===== config.mk =====
export PLATFORM = sky130hd
export DESIGN_NAME = rename_dispatch_top
export DESIGN_NICKNAME = d
export VERILOG_FILES = /design/src/rename_pkg.sv /design/src/dispatcher.sv /design/src/free_list.sv /design/src/rename_dispatch_top.sv /design/src/rename_table.sv
export SDC_FILE = /design/constraint.sdc
export NUM_CORES = 1
export LEC_CHECK = 0
export ABC_CLOCK_PERIOD_IN_PS = 6800
export BUFFER_PORTS_ARGS = -buffer_cell sky130_fd_sc_hd__buf_2
export CAP_MARGIN = 40
export CELL_PAD_IN_SITES_DETAIL_PLACEMENT = 1
export CELL_PAD_IN_SITES_GLOBAL_PLACEMENT = 2
export CORE_ASPECT_RATIO = 0.9
export CORE_MARGIN = 5
export CORE_UTILIZATION = 47
export CTS_BUF_LIST = sky130_fd_sc_hd__clkbuf_16
export DETAILED_ROUTE_END_ITERATION = 12
export PLACE_DENSITY = 0.88
export SYNTH_ARGS = -nofsm -noshare
export SYNTH_HDL_FRONTEND = slang
export SYNTH_SLANG_ARGS = --single-unit

===== constraint.sdc =====
create_clock -name clk -period 6.8 [get_ports clk]
set_input_delay 0.34 -clock clk [delete_from_list [all_inputs] [get_ports clk]]
set_output_delay 0.34 -clock clk [all_outputs]
set_load 0.02 [all_outputs]

===== src/rename_pkg.sv =====
// Rename package with register file sizes, tag widths and shared index types
package rename_pkg;

    // Architectural register file of RV32I
    localparam int ARCH_REGS = 32;

    // Physical register file, twice the architectural count
    localparam int PHYS_REGS = 64;

    // Registers not mapped at reset sit in the free list
    localparam int FREE_DEPTH = PHYS_REGS - ARCH_REGS;

    // Reorder buffer entries
    localparam int ROB_DEPTH = 8;

    // Index widths
    localparam int AREG_W = $clog2(ARCH_REGS);
    localparam int PREG_W = $clog2(PHYS_REGS);
    localparam int ROB_TAG_W = $clog2(ROB_DEPTH);

    // Free list pointer and occupancy widths
    // Count needs one extra bit to hold a full list
    localparam int FREE_PTR_W = $clog2(FREE_DEPTH);
    localparam int FREE_CNT_W = $clog2(FREE_DEPTH + 1);

    // Architectural register index
    typedef logic [AREG_W-1:0] areg_t;

    // Physical register index
    typedef logic [PREG_W-1:0] preg_t;

    // Reorder buffer tag
    typedef logic [ROB_TAG_W-1:0] rob_tag_t;

    // Free list pointer
    typedef logic [FREE_PTR_W-1:0] free_ptr_t;

    // Free list occupancy
    typedef logic [FREE_CNT_W-1:0] free_cnt_t;

endpackage


===== src/dispatcher.sv =====
// Dispatcher deciding the queue pop and building the dispatch entry from both lookups
`timescale 1ns/100ps

module dispatcher (
    input  logic                  clk,
    input  logic                  rst,

    // Back-pressure levels
    input  logic                  inst_q_empty,
    input  logic                  rs_full,
    input  logic                  rob_full,

    // Instruction presented by the queue the cycle after a pop
    input  rename_pkg::areg_t     inst_rs1,
    input  rename_pkg::areg_t     inst_rs2,
    input  rename_pkg::areg_t     inst_rd,
    input  logic                  inst_has_rd,
    input  logic [31:0]           inst_pc,

    // Rename table results
    input  rename_pkg::preg_t     map_rs1,
    input  rename_pkg::preg_t     map_rs2,
    input  rename_pkg::preg_t     map_rd_old,
    input  logic                  rdy_rs1,
    input  logic                  rdy_rs2,

    // Free list head
    input  rename_pkg::preg_t     free_head,
    input  logic                  free_empty,

    // Queue pop and entry valid
    output logic                  pop_inst_q,
    output logic                  dispatch_valid,

    // Rename table lookups and update
    output rename_pkg::areg_t     lookup_rs1,
    output rename_pkg::areg_t     lookup_rs2,
    output rename_pkg::areg_t     rename_rd,
    output logic                  rename_we,
    output rename_pkg::preg_t     rename_prd,

    // Free list pop
    output logic                  alloc,

    // Dispatch entry for the reservation station and ROB
    output rename_pkg::rob_tag_t  disp_rob_tag,
    output rename_pkg::preg_t     disp_prs1,
    output rename_pkg::preg_t     disp_prs2,
    output rename_pkg::preg_t     disp_prd,
    output rename_pkg::preg_t     disp_old_prd,
    output logic                  disp_rd_en,
    output logic                  disp_rs1_ready,
    output logic                  disp_rs2_ready,
    output logic [31:0]           disp_pc
);

    import rename_pkg::*;

    // Next ROB tag, handed out in dispatch order
    rob_tag_t rob_tag_q;

    // Instruction writes a real destination
    logic need_rd;

    // Pop only when every consumer has room
    // Free list check keeps a register for the instruction popped now
    assign pop_inst_q = !inst_q_empty && !rs_full && !rob_full && !free_empty;

    // Queue data shows up one cycle after the pop
    always_ff @(posedge clk) begin
        if (rst) begin
            dispatch_valid <= 1'b0;
        end else begin
            dispatch_valid <= pop_inst_q;
        end
    end

    // One tag per dispatch, wraps with the ROB
    always_ff @(posedge clk) begin
        if (rst) begin
            rob_tag_q <= '0;
        end else if (dispatch_valid) begin
            rob_tag_q <= rob_tag_q + rob_tag_t'(1);
        end
    end

    // x0 writes and instructions without rd consume nothing
    assign need_rd = inst_has_rd && (inst_rd != '0);

    // Lookups follow the presented instruction directly
    assign lookup_rs1 = inst_rs1;
    assign lookup_rs2 = inst_rs2;
    assign rename_rd  = inst_rd;
    assign rename_prd = free_head;

    // Strobes stay low outside valid cycles
    assign alloc     = dispatch_valid && need_rd;
    assign rename_we = dispatch_valid && need_rd;

    // Entry assembly
    always_comb begin
        disp_rob_tag   = rob_tag_q;
        disp_prs1      = map_rs1;
        disp_prs2      = map_rs2;
        disp_rs1_ready = rdy_rs1;
        disp_rs2_ready = rdy_rs2;
        disp_pc        = inst_pc;
        disp_rd_en     = dispatch_valid && need_rd;
        if (need_rd) begin
            // New destination from the head, old one freed at commit
            disp_prd     = free_head;
            disp_old_prd = map_rd_old;
        end else begin
            disp_prd     = '0;
            disp_old_prd = '0;
        end
    end

endmodule


===== src/free_list.sv =====
// Free list of physical register numbers kept as a circular FIFO
`timescale 1ns/100ps

module free_list (
    input  logic               clk,
    input  logic               rst,

    // Pop the head at the clock edge
    input  logic               alloc,

    // Register released by the ROB at commit
    input  logic               commit_free_valid,
    input  rename_pkg::preg_t  commit_free_prd,

    // Next register to hand out
    output rename_pkg::preg_t  free_head,
    output logic               free_empty
);

    import rename_pkg::*;

    // Storage for free register numbers
    preg_t free_q [FREE_DEPTH];

    // Read and write pointers
    free_ptr_t head_q;
    free_ptr_t tail_q;

    // Number of free registers held
    free_cnt_t count_q;

    // Storage and pointers
    always_ff @(posedge clk) begin
        if (rst) begin
            // Preload the registers not used by the identity map
            for (int i = 0; i < FREE_DEPTH; i++) begin
                free_q[i] <= preg_t'(ARCH_REGS + i);
            end
            head_q <= '0;
            // List starts full so the tail wraps back to the head
            tail_q <= '0;
        end else begin
            if (alloc) begin
                head_q <= head_q + free_ptr_t'(1);
            end
            if (commit_free_valid) begin
                free_q[tail_q] <= commit_free_prd;
                tail_q <= tail_q + free_ptr_t'(1);
            end
        end
    end

    // Occupancy moves by push minus pop
    always_ff @(posedge clk) begin
        if (rst) begin
            count_q <= free_cnt_t'(FREE_DEPTH);
        end else begin
            case ({alloc, commit_free_valid})
                2'b10:   count_q <= count_q - free_cnt_t'(1);
                2'b01:   count_q <= count_q + free_cnt_t'(1);
                default: count_q <= count_q;
            endcase
        end
    end

    // Head is visible without a pop
    assign free_head = free_q[head_q];

    // Empty also covers the last entry being taken this cycle
    // An instruction popped now is dispatched next cycle and needs a register left over
    // A push this cycle only counts from the next cycle on
    assign free_empty = (count_q == '0) || ((count_q == free_cnt_t'(1)) && alloc);

endmodule


===== src/rename_dispatch_top.sv =====
// Rename and dispatch stage joining the alias table, free list and dispatcher
`timescale 1ns/100ps

module rename_dispatch_top (
    input  logic                  clk,
    input  logic                  rst,

    // Back-pressure levels
    input  logic                  inst_q_empty,
    input  logic                  rs_full,
    input  logic                  rob_full,

    // Instruction from the queue
    input  rename_pkg::areg_t     inst_rs1,
    input  rename_pkg::areg_t     inst_rs2,
    input  rename_pkg::areg_t     inst_rd,
    input  logic                  inst_has_rd,
    input  logic [31:0]           inst_pc,

    // Commit frees and writeback
    input  logic                  commit_free_valid,
    input  rename_pkg::preg_t     commit_free_prd,
    input  logic                  wb_valid,
    input  rename_pkg::preg_t     wb_prd,

    // Queue pop and dispatch entry
    output logic                  pop_inst_q,
    output logic                  dispatch_valid,
    output rename_pkg::rob_tag_t  disp_rob_tag,
    output rename_pkg::preg_t     disp_prs1,
    output rename_pkg::preg_t     disp_prs2,
    output rename_pkg::preg_t     disp_prd,
    output rename_pkg::preg_t     disp_old_prd,
    output logic                  disp_rd_en,
    output logic                  disp_rs1_ready,
    output logic                  disp_rs2_ready,
    output logic [31:0]           disp_pc
);

    import rename_pkg::*;

    // Dispatcher to rename table
    areg_t lookup_rs1;
    areg_t lookup_rs2;
    areg_t rename_rd;
    logic  rename_we;
    preg_t rename_prd;

    // Rename table results
    preg_t map_rs1;
    preg_t map_rs2;
    preg_t map_rd_old;
    logic  rdy_rs1;
    logic  rdy_rs2;

    // Free list handshake
    logic  alloc;
    preg_t free_head;
    logic  free_empty;

    rename_table u_rename_table (.*);

    free_list u_free_list (.*);

    dispatcher u_dispatcher (.*);

endmodule


===== src/rename_table.sv =====
// Register alias table holding the arch-to-phys map and per-register ready bits
`timescale 1ns/100ps

module rename_table (
    input  logic               clk,
    input  logic               rst,

    // Source lookups for the instruction being dispatched
    input  rename_pkg::areg_t  lookup_rs1,
    input  rename_pkg::areg_t  lookup_rs2,

    // New mapping for the destination
    input  rename_pkg::areg_t  rename_rd,
    input  logic               rename_we,
    input  rename_pkg::preg_t  rename_prd,

    // Writeback marks a physical register ready
    input  logic               wb_valid,
    input  rename_pkg::preg_t  wb_prd,

    // Lookup results
    output rename_pkg::preg_t  map_rs1,
    output rename_pkg::preg_t  map_rs2,
    output rename_pkg::preg_t  map_rd_old,
    output logic               rdy_rs1,
    output logic               rdy_rs2
);

    import rename_pkg::*;

    // Current mapping of each architectural register
    preg_t map_q [ARCH_REGS];

    // Set when the physical register holds its final value
    logic [PHYS_REGS-1:0] ready_q;

    // Writeback hits on each source, used for same-cycle bypass
    logic wb_hit_rs1;
    logic wb_hit_rs2;

    // Map update
    // x0 never gets a write since the dispatcher skips zero destinations
    always_ff @(posedge clk) begin
        if (rst) begin
            // Identity map out of reset
            for (int i = 0; i < ARCH_REGS; i++) begin
                map_q[i] <= preg_t'(i);
            end
        end else if (rename_we) begin
            map_q[rename_rd] <= rename_prd;
        end
    end

    // Ready bits
    always_ff @(posedge clk) begin
        if (rst) begin
            // Every register starts with a committed value
            ready_q <= '1;
        end else begin
            if (wb_valid) begin
                ready_q[wb_prd] <= 1'b1;
            end
            // Placed last so a rename beats a writeback to the same register
            if (rename_we) begin
                ready_q[rename_prd] <= 1'b0;
            end
        end
    end

    // Combinational map reads
    assign map_rs1 = map_q[lookup_rs1];
    assign map_rs2 = map_q[lookup_rs2];

    // Old mapping of the destination, freed by the ROB at commit
    assign map_rd_old = map_q[rename_rd];

    // Writeback landing this cycle on a looked-up source
    assign wb_hit_rs1 = wb_valid && (wb_prd == map_rs1);
    assign wb_hit_rs2 = wb_valid && (wb_prd == map_rs2);

    // Ready with bypass
    assign rdy_rs1 = ready_q[map_rs1] || wb_hit_rs1;
    assign rdy_rs2 = ready_q[map_rs2] || wb_hit_rs2;

endmodule


==> run metrics, run 1 <==
outcome=completed; CTS buffer count=52; cell area after placement=~0.027 sq mm; sequential area share after synthesis=0.512; area of the die=roughly 0.06 sq mm; boundary pin count=131; final HPWL from detailed placement=between 50000 and 60000 um; vias per cell=roughly 6.7; Power Dens Cells=between 200 and 250 mW/mm^2; mux contribution to synthesized area=0.228; first-pass GRT wire length=approximately 120000 um; Cells after Synth=2058; cell type group with the largest total delay on the critical path=simple AND/OR/NAND/NOR gates; Nets=about 2100; final worst clock skew=17.9 ps; number of H-tree levels=2; Worst-Margin Slew=934 ps; proportion of synthesized flip-flops having asynchronous set or reset=0; largest net degree at the start of global routing=52; leading cell type by number of instances after synthesis=sky130_fd_sc_hd__edfxtp_1; flops & latches, synth=473; number of synthesis warnings=0; CTS tree=yes; Max Buffers Root-to-Sink=3; largest stage delay on the critical path=1020 ps; post-synthesis simple-gate area fraction=0.148; fill cell count=between 5000 and 6000; Hold WC Path Type=in -> reg; crit path kind=reg -> out; average routed wire per standard cell=around 30 um; drc violations=0; average instance area after synthesis=~13 sq um; Synth Area in Adders=0.00529; cell leakage power=a little under 9 nW; final critical-path share of the clock period=0.684; number of enable flip-flop cells after synthesis=between 300 and 400; clock-pin slew of the registers on the worst-case setup and hold paths=about 60 ps; Yosys cell types=between 60 and 70; global-route total usage across every layer=0.272; initial standard-cell utilization of the core=0.476; clock insertion delay at the later pin of the skew report=between 600 and 700 ps; dominant combinational cell family by area after synthesis=multiplexers; worst voltage drop across the vdd grid=roughly 0.0002 V; number of violations reported at the end of detailed-routing iteration 0=1928; highest achievable clock rate=approximately 210 MHz; slowest CP cell=sky130_fd_sc_hd__or4_2; unrepaired setup endpoints after global routing=no; Vert. Die Dim=~230 um; headroom to the max-slew limit=0.364; buffer count from post-CTS setup fixing=0; final design area excluding fillers=0.0284 sq mm; count of endpoints failing hold in the final timing report=0; netlist area before placement=0.0260 sq mm; root buffer selected by CTS=sky130_fd_sc_hd__clkbuf_16; Final TNS setup=0 ps; critical path capture point type=output port; Synth area leader=sky130_fd_sc_hd__edfxtp_1; biggest area contributors in the synthesized netlist=sky130_fd_sc_hd__edfxtp_1 44%, sky130_fd_sc_hd__mux4_2 17%, sky130_fd_sc_hd__dfxtp_1 6.8%, sky130_fd_sc_hd__mux2i_1 4.4%, sky130_fd_sc_hd__nor2_1 4.0%; WP data arrival=roughly 4300 ps; critical path data required time=between 6000 and 7000 ps; post-synthesis compound-gate area fraction=0.0554; cell types with the highest counts after synthesis=384 x sky130_fd_sc_hd__edfxtp_1, 274 x sky130_fd_sc_hd__nor2_1, 193 x sky130_fd_sc_hd__mux4_2; fraction of synthesized cell area taken by the top area cell type=0.443; dominant synthesized flop cell=sky130_fd_sc_hd__edfxtp_1; Routed WL=roughly 82000 um; post-route antenna net violation count=0; area taken by flip-flops and latches=approximately 0.013 sq mm; layout-stage area growth over the synthesis result=9.13%; multi-input combinational cell area=roughly 0.012 sq mm; GRT Residual Overflow=0; routability congestion estimate from global placement=0.932; post-layout min period=~4700 ps; number of port buffers=between 60 and 70; xor/xnor cell area share of the yosys netlist=0.00841; max-cap violations=0; die extent in x=roughly 260 um; total vias in the final route=18401; final setup fails=0; CP Cell Sequence=mux4_2 > nor2_1 > nor3_1 > or4_2 > buf_16 > mux2_2 > a2bb2o_1 > o21ai_1 > a41oi_1 > nand4_1 > buf_2; maximum fanout count along the critical path=19; Sink Count=473; vias in the first global route=around 19000; placeable core area=0.0546 sq mm; worst path buffer plus inverter count=2; pins over their slew limit=0; initial antenna violation count=2; sort of element at the start of the critical path=flop; drt first pass iters=5; std cell rows=81; share of post-route cells with drive strength above 1=0.226
## cell type report
class / count / share of cell area
antenna: 1 / 0.0000881
clock buffer: 55 / 0.0485
clock inverter: 41 / 0.00925
inverter: 22 / 0.00291
multi-input combinational: 1356 / 0.413
sequential: 473 / 0.469
tap: 705 / 0.0311
timing repair buffer: 107 / 0.0265
## through the flow
step,std cells,hold WS (ps),power [W],worst slack [ps],utilization
after floorplan,2063,456,0.00379,3400,-
after global placement,2655,480,0.00399,2300,0.487
after detailed placement,2660,495,0.00403,2240,0.489
after CTS,2758,9.44,0.00676,2130,0.520
after global routing,2759,42.8,0.00695,1970,0.520
final,2760,38.0,0.00674,2150,0.520
## cell families (layout without fill, tap and decap cells)
kind of cell               count (synthesis)  count (layout)
other                                      1               7
DFF                                      473             473
adders and majority gates                 11              11
AOI/OAI and AO/OA                        170             170
xor gates and xnor gates                  25              25
muxes                                    341             341
buffers and inverters                    234             225
and+or+nand+nor                          803             803
## what timing repair did
item,4_1_cts,5_1_grt
setup endpoints to repair,0,0
hold endpoints to repair,1,0
hold buffers,2,0
resized for setup,0,0
## layer usage
metal / routed length (um) / up-vias / global-route usage
met2: 39500 / 980 / 0.444
met1: 32400 / 9499 / 0.362
li1: - / 7725 / -
met5: 13 / - / 0
met4: 3190 / 2 / 0.0996
met3: 7480 / 195 / 0.0564
## power by group
| part | internal, W | leakage (nW) | switching (W) | total, W |
|---|---|---|---|---|
| logic | 0.000277 | 3.98 | 0.000486 | 0.000763 |
| registers | 0.00317 | 4.02 | 0.0000472 | 0.00322 |
| clock network | 0.00154 | 0.873 | 0.00121 | 0.00275 |
## flip-flops by register name (all words and copies together), names as in the netlist, named ones only
register	flops
u_free_list.free_q	192
u_dispatcher.dispatch_valid	1
u_free_list.count_q	6
u_rename_table.ready_q	64
u_free_list.tail_q	5
u_rename_table.map_q	192
u_dispatcher.disp_rob_tag	3
u_free_list.head_q	5
## layout by cell type (no fill, tap or decap), types with 14 or more instances in the layout
master,n
sky130_fd_sc_hd__xor2_1,14
sky130_fd_sc_hd__or2_2,42
sky130_fd_sc_hd__clkbuf_16,55
sky130_fd_sc_hd__mux2i_1,109
sky130_fd_sc_hd__inv_1,39
sky130_fd_sc_hd__dfxtp_1,87
sky130_fd_sc_hd__nor2b_1,17
sky130_fd_sc_hd__a22oi_1,19
sky130_fd_sc_hd__mux4_2,193
sky130_fd_sc_hd__edfxtp_1,384
sky130_fd_sc_hd__nand2_1,183
sky130_fd_sc_hd__nand3_1,32
sky130_fd_sc_hd__nor3_1,50
sky130_fd_sc_hd__buf_2,62
sky130_fd_sc_hd__nand2b_1,43
sky130_fd_sc_hd__buf_4,37
sky130_fd_sc_hd__nor2_1,274
sky130_fd_sc_hd__or3_1,67
sky130_fd_sc_hd__and2_1,40
sky130_fd_sc_hd__mux2_2,25
sky130_fd_sc_hd__o32a_1,64
sky130_fd_sc_hd__a22o_1,14
## final timing paths
check / slack (ps) / endpoint / depth (start not counted) / start
worst max-delay path: 2150 / disp_rs1_ready / 11 / u_rename_table.map_q[27][0]$_SDFFCE_PN1P_
worst min-delay path: 40 / u_free_list.free_q[19][4]$_SDFFCE_PN1P_ / 2 / commit_free_prd[4]
worst max register to register: 2940 / u_rename_table.ready_q[8]$_SDFF_PP1_ / 8 / flop
worst min register to register: 490 / flop / 2 / u_free_list.head_q[1]$_SDFFE_PP0P_
Note: power is estimated with default switching activity, not from simulation.
==> inputs of run 2 (changes only) <==
Settings changed: ABC_CLOCK_PERIOD_IN_PS 6800 to 4050, CORE_UTILIZATION 47 to 39, PLACE_DENSITY 0.88 to 0.78.
Clock period 6.8 ns to 4.05 ns, I/O delays scaled along.
==> run 2 against run 1 <==
Net effect: largest power group unchanged; critical path depth up 3; highest routed layer unchanged; die area is 20% higher; worst setup slack worse by 2100 ps; combinational power up 82%; final cell count up 7.6%; count of clock-buffer cells in the layout is 2 lower; clock power grew 72%; routed wire length is 5.5% higher.
==> run metrics, run 2 (synthesized netlist as in run 1, its figures left out) <==
worst reg-to-reg path cell count=7; initial antenna violation count=1; highest achievable clock rate=249 MHz; vias in the first global route=~19000; final HPWL from detailed placement=~60000 um; largest net degree at the start of global routing=83; Post-Place Setup Slack=around 270 ps; Sink Count=approximately 470; worst hold-check slack=~37 ps; destination of the critical timing path=disp_rs2_ready; first-pass GRT wire length=around 130000 um; layout-stage area growth over the synthesis result=11.9%; Nets=roughly 2100; instance count after placement with tap cells included=2846; maximum fanout count along the critical path=7; top flop regs=u_free_list.free_q: 192 flops, u_rename_table.map_q: 192 flops, u_rename_table.ready_q: 64 flops; GRT Residual Overflow=0; total vias in the final route=between 15000 and 20000; final critical-path share of the clock period=0.990; CTS buffer count=53; std cell rows=between 80 and 90; boundary pin count=between 100 and 150; clock insertion delay at the later pin of the skew report=630 ps; max-cap violations=0; root buffer selected by CTS=sky130_fd_sc_hd__clkbuf_16; drc violations=0; number of H-tree levels=2; final worst clock skew=21.7 ps; share of post-route cells with drive strength above 1=0.248; die extent in x=282 um; Hold WC Path Type=in -> reg; Worst-Margin Slew=932 ps; average routed wire per standard cell=a little under 30 um; sort of element at the start of the critical path=flop; drt first pass iters=5; startpoint of the worst setup timing path=u_rename_table.map_q[30][0]$_SDFFCE_PN0P_; final setup fails=0; fill cell count=roughly 6700; headroom to the max-slew limit=0.378; WP data arrival=around 3800 ps; routability congestion estimate from global placement=about 0.94; count of endpoints failing hold in the final timing report=0; number of port buffers=66; Diodes inserted=0; outcome=completed; Power Dens Cells=about 400 mW/mm^2; critical path capture point type=output port; post-route antenna net violation count=0; CTS tree=yes; reg-to-reg endpoint=u_rename_table.ready_q[23]$_SDFF_PP1_; critical path data required time=~3900 ps; placeable core area=roughly 0.066 sq mm; pins over their slew limit=0; post-layout min period=approximately 4000 ps; Final Instance Count excl. Fillers=2969; Final Power=0.0115 W; crit path kind=reg -> out; leading cell type in the layout, fill and taps excluded=sky130_fd_sc_hd__edfxtp_1; global-route total usage across every layer=0.236; Max Buffers Root-to-Sink=3; initial standard-cell utilization of the core=0.395; setup slack of the most critical reg-to-reg path=roughly 690 ps; clock-pin slew of the registers on the worst-case setup and hold paths=around 60 ps; area of the die=about 0.072 sq mm; most used cells in the layout excluding fill and tap cells=384 x sky130_fd_sc_hd__edfxtp_1, 273 x sky130_fd_sc_hd__nor2_1, 193 x sky130_fd_sc_hd__mux4_2; cell leakage power=approximately 9 nW; Routed WL=87000 um; worst-case setup margin in the final layout=a little under 40 ps; Min-Delay Startpoint=commit_free_valid; vias per cell=between 6 and 7; unrepaired setup endpoints after global routing=yes; Vert. Die Dim=approximately 260 um; number of violations reported at the end of detailed-routing iteration 0=1877; worst voltage drop across the vdd grid=just over 0.0003 V
-- run 2: cell count changes in the layout (fill, tap and decap cells not counted), sizes merged, moves of 2 or more --
cell,previous run,this run
bufinv,2,4
inv,44,39
buf,105,149
clkinv,15,22
-- run 2: area by class of cell --
cell class,count,area (sq um),share of cell area
flip-flops and latches,473,13300,0.457
multi-input cells,1357,11800,0.405
well taps,864,1080,0.0371
inverters,22,82.6,0.00284
clock inverters,46,359,0.0123
clock buffers,53,1330,0.0455
repair buffers,154,1150,0.0394
-- run 2: where the power goes --
part / switching, W / internal [W]
combinational: 0.000863 / 0.000524
sequential: 0.0000756 / 0.00533
clock: 0.00210 / 0.00264
total: 0.00303 / 0.00849
-- run 2: worst min path at each step --
stage	end	slack, ps	cells after the start
3_5_place_dp	disp_pc[0]	410	0
4_1_cts	u_free_list.tail_q[0]$_SDFFE_PP0P_	0.3	3
2_1_floorplan	u_free_list.tail_q[0]$_SDFFE_PP0P_	350	2
3_3_place_gp	disp_pc[0]	410	0
6_report	u_free_list.tail_q[0]$_SDFFE_PP0P_	40	3
5_1_grt	u_free_list.tail_q[0]$_SDFFE_PP0P_	40	3
-- run 2: metrics by stage --
step | TNS (ps) | utilization | area (sq um)
after floorplan | 0 | - | 26000
after global placement | 0 | 0.411 | 27100
after detailed placement | 0 | 0.412 | 27100
after CTS | 0 | 0.439 | 28900
after global routing | -53.2 | 0.442 | 29100
final | 0 | 0.442 | 29100
-- run 2: repair_timing --
action / in CTS / in global routing
setup endpoints to repair: 2 / 3
setup buffers: 2 / 16
pin swaps: 1 / 5
endpoints found under the hold margin: 2 / 0
hold buffers: 3 / 0
cloned: 1 / 2
gates resized for setup: 4 / 20
-- run 2: routing by layer --
layer / GRT usage / part of all wire / vias to the layer above
li1: - / - / 7822
met5: 0 / 0.00015 / -
met2: 0.388 / 0.48 / 728
met3: 0.0371 / 0.065 / 130
met1: 0.333 / 0.43 / 9714
met4: 0.0550 / 0.027 / 2
-- run 2: critical path, cell delays in order (launching register included) --
cell                        delay, ps
sky130_fd_sc_hd__edfxtp_1         450
sky130_fd_sc_hd__mux4_2           510
sky130_fd_sc_hd__nor2_2           120
sky130_fd_sc_hd__a2111oi_0         90
sky130_fd_sc_hd__clkbuf_2         180
sky130_fd_sc_hd__nor4_4           210
sky130_fd_sc_hd__buf_4            190
sky130_fd_sc_hd__buf_12           110
sky130_fd_sc_hd__buf_6            140
sky130_fd_sc_hd__mux2i_1          200
sky130_fd_sc_hd__mux2i_1           80
sky130_fd_sc_hd__mux2_2           310
sky130_fd_sc_hd__a32oi_1          220
sky130_fd_sc_hd__nand4_1          180
sky130_fd_sc_hd__buf_2            200
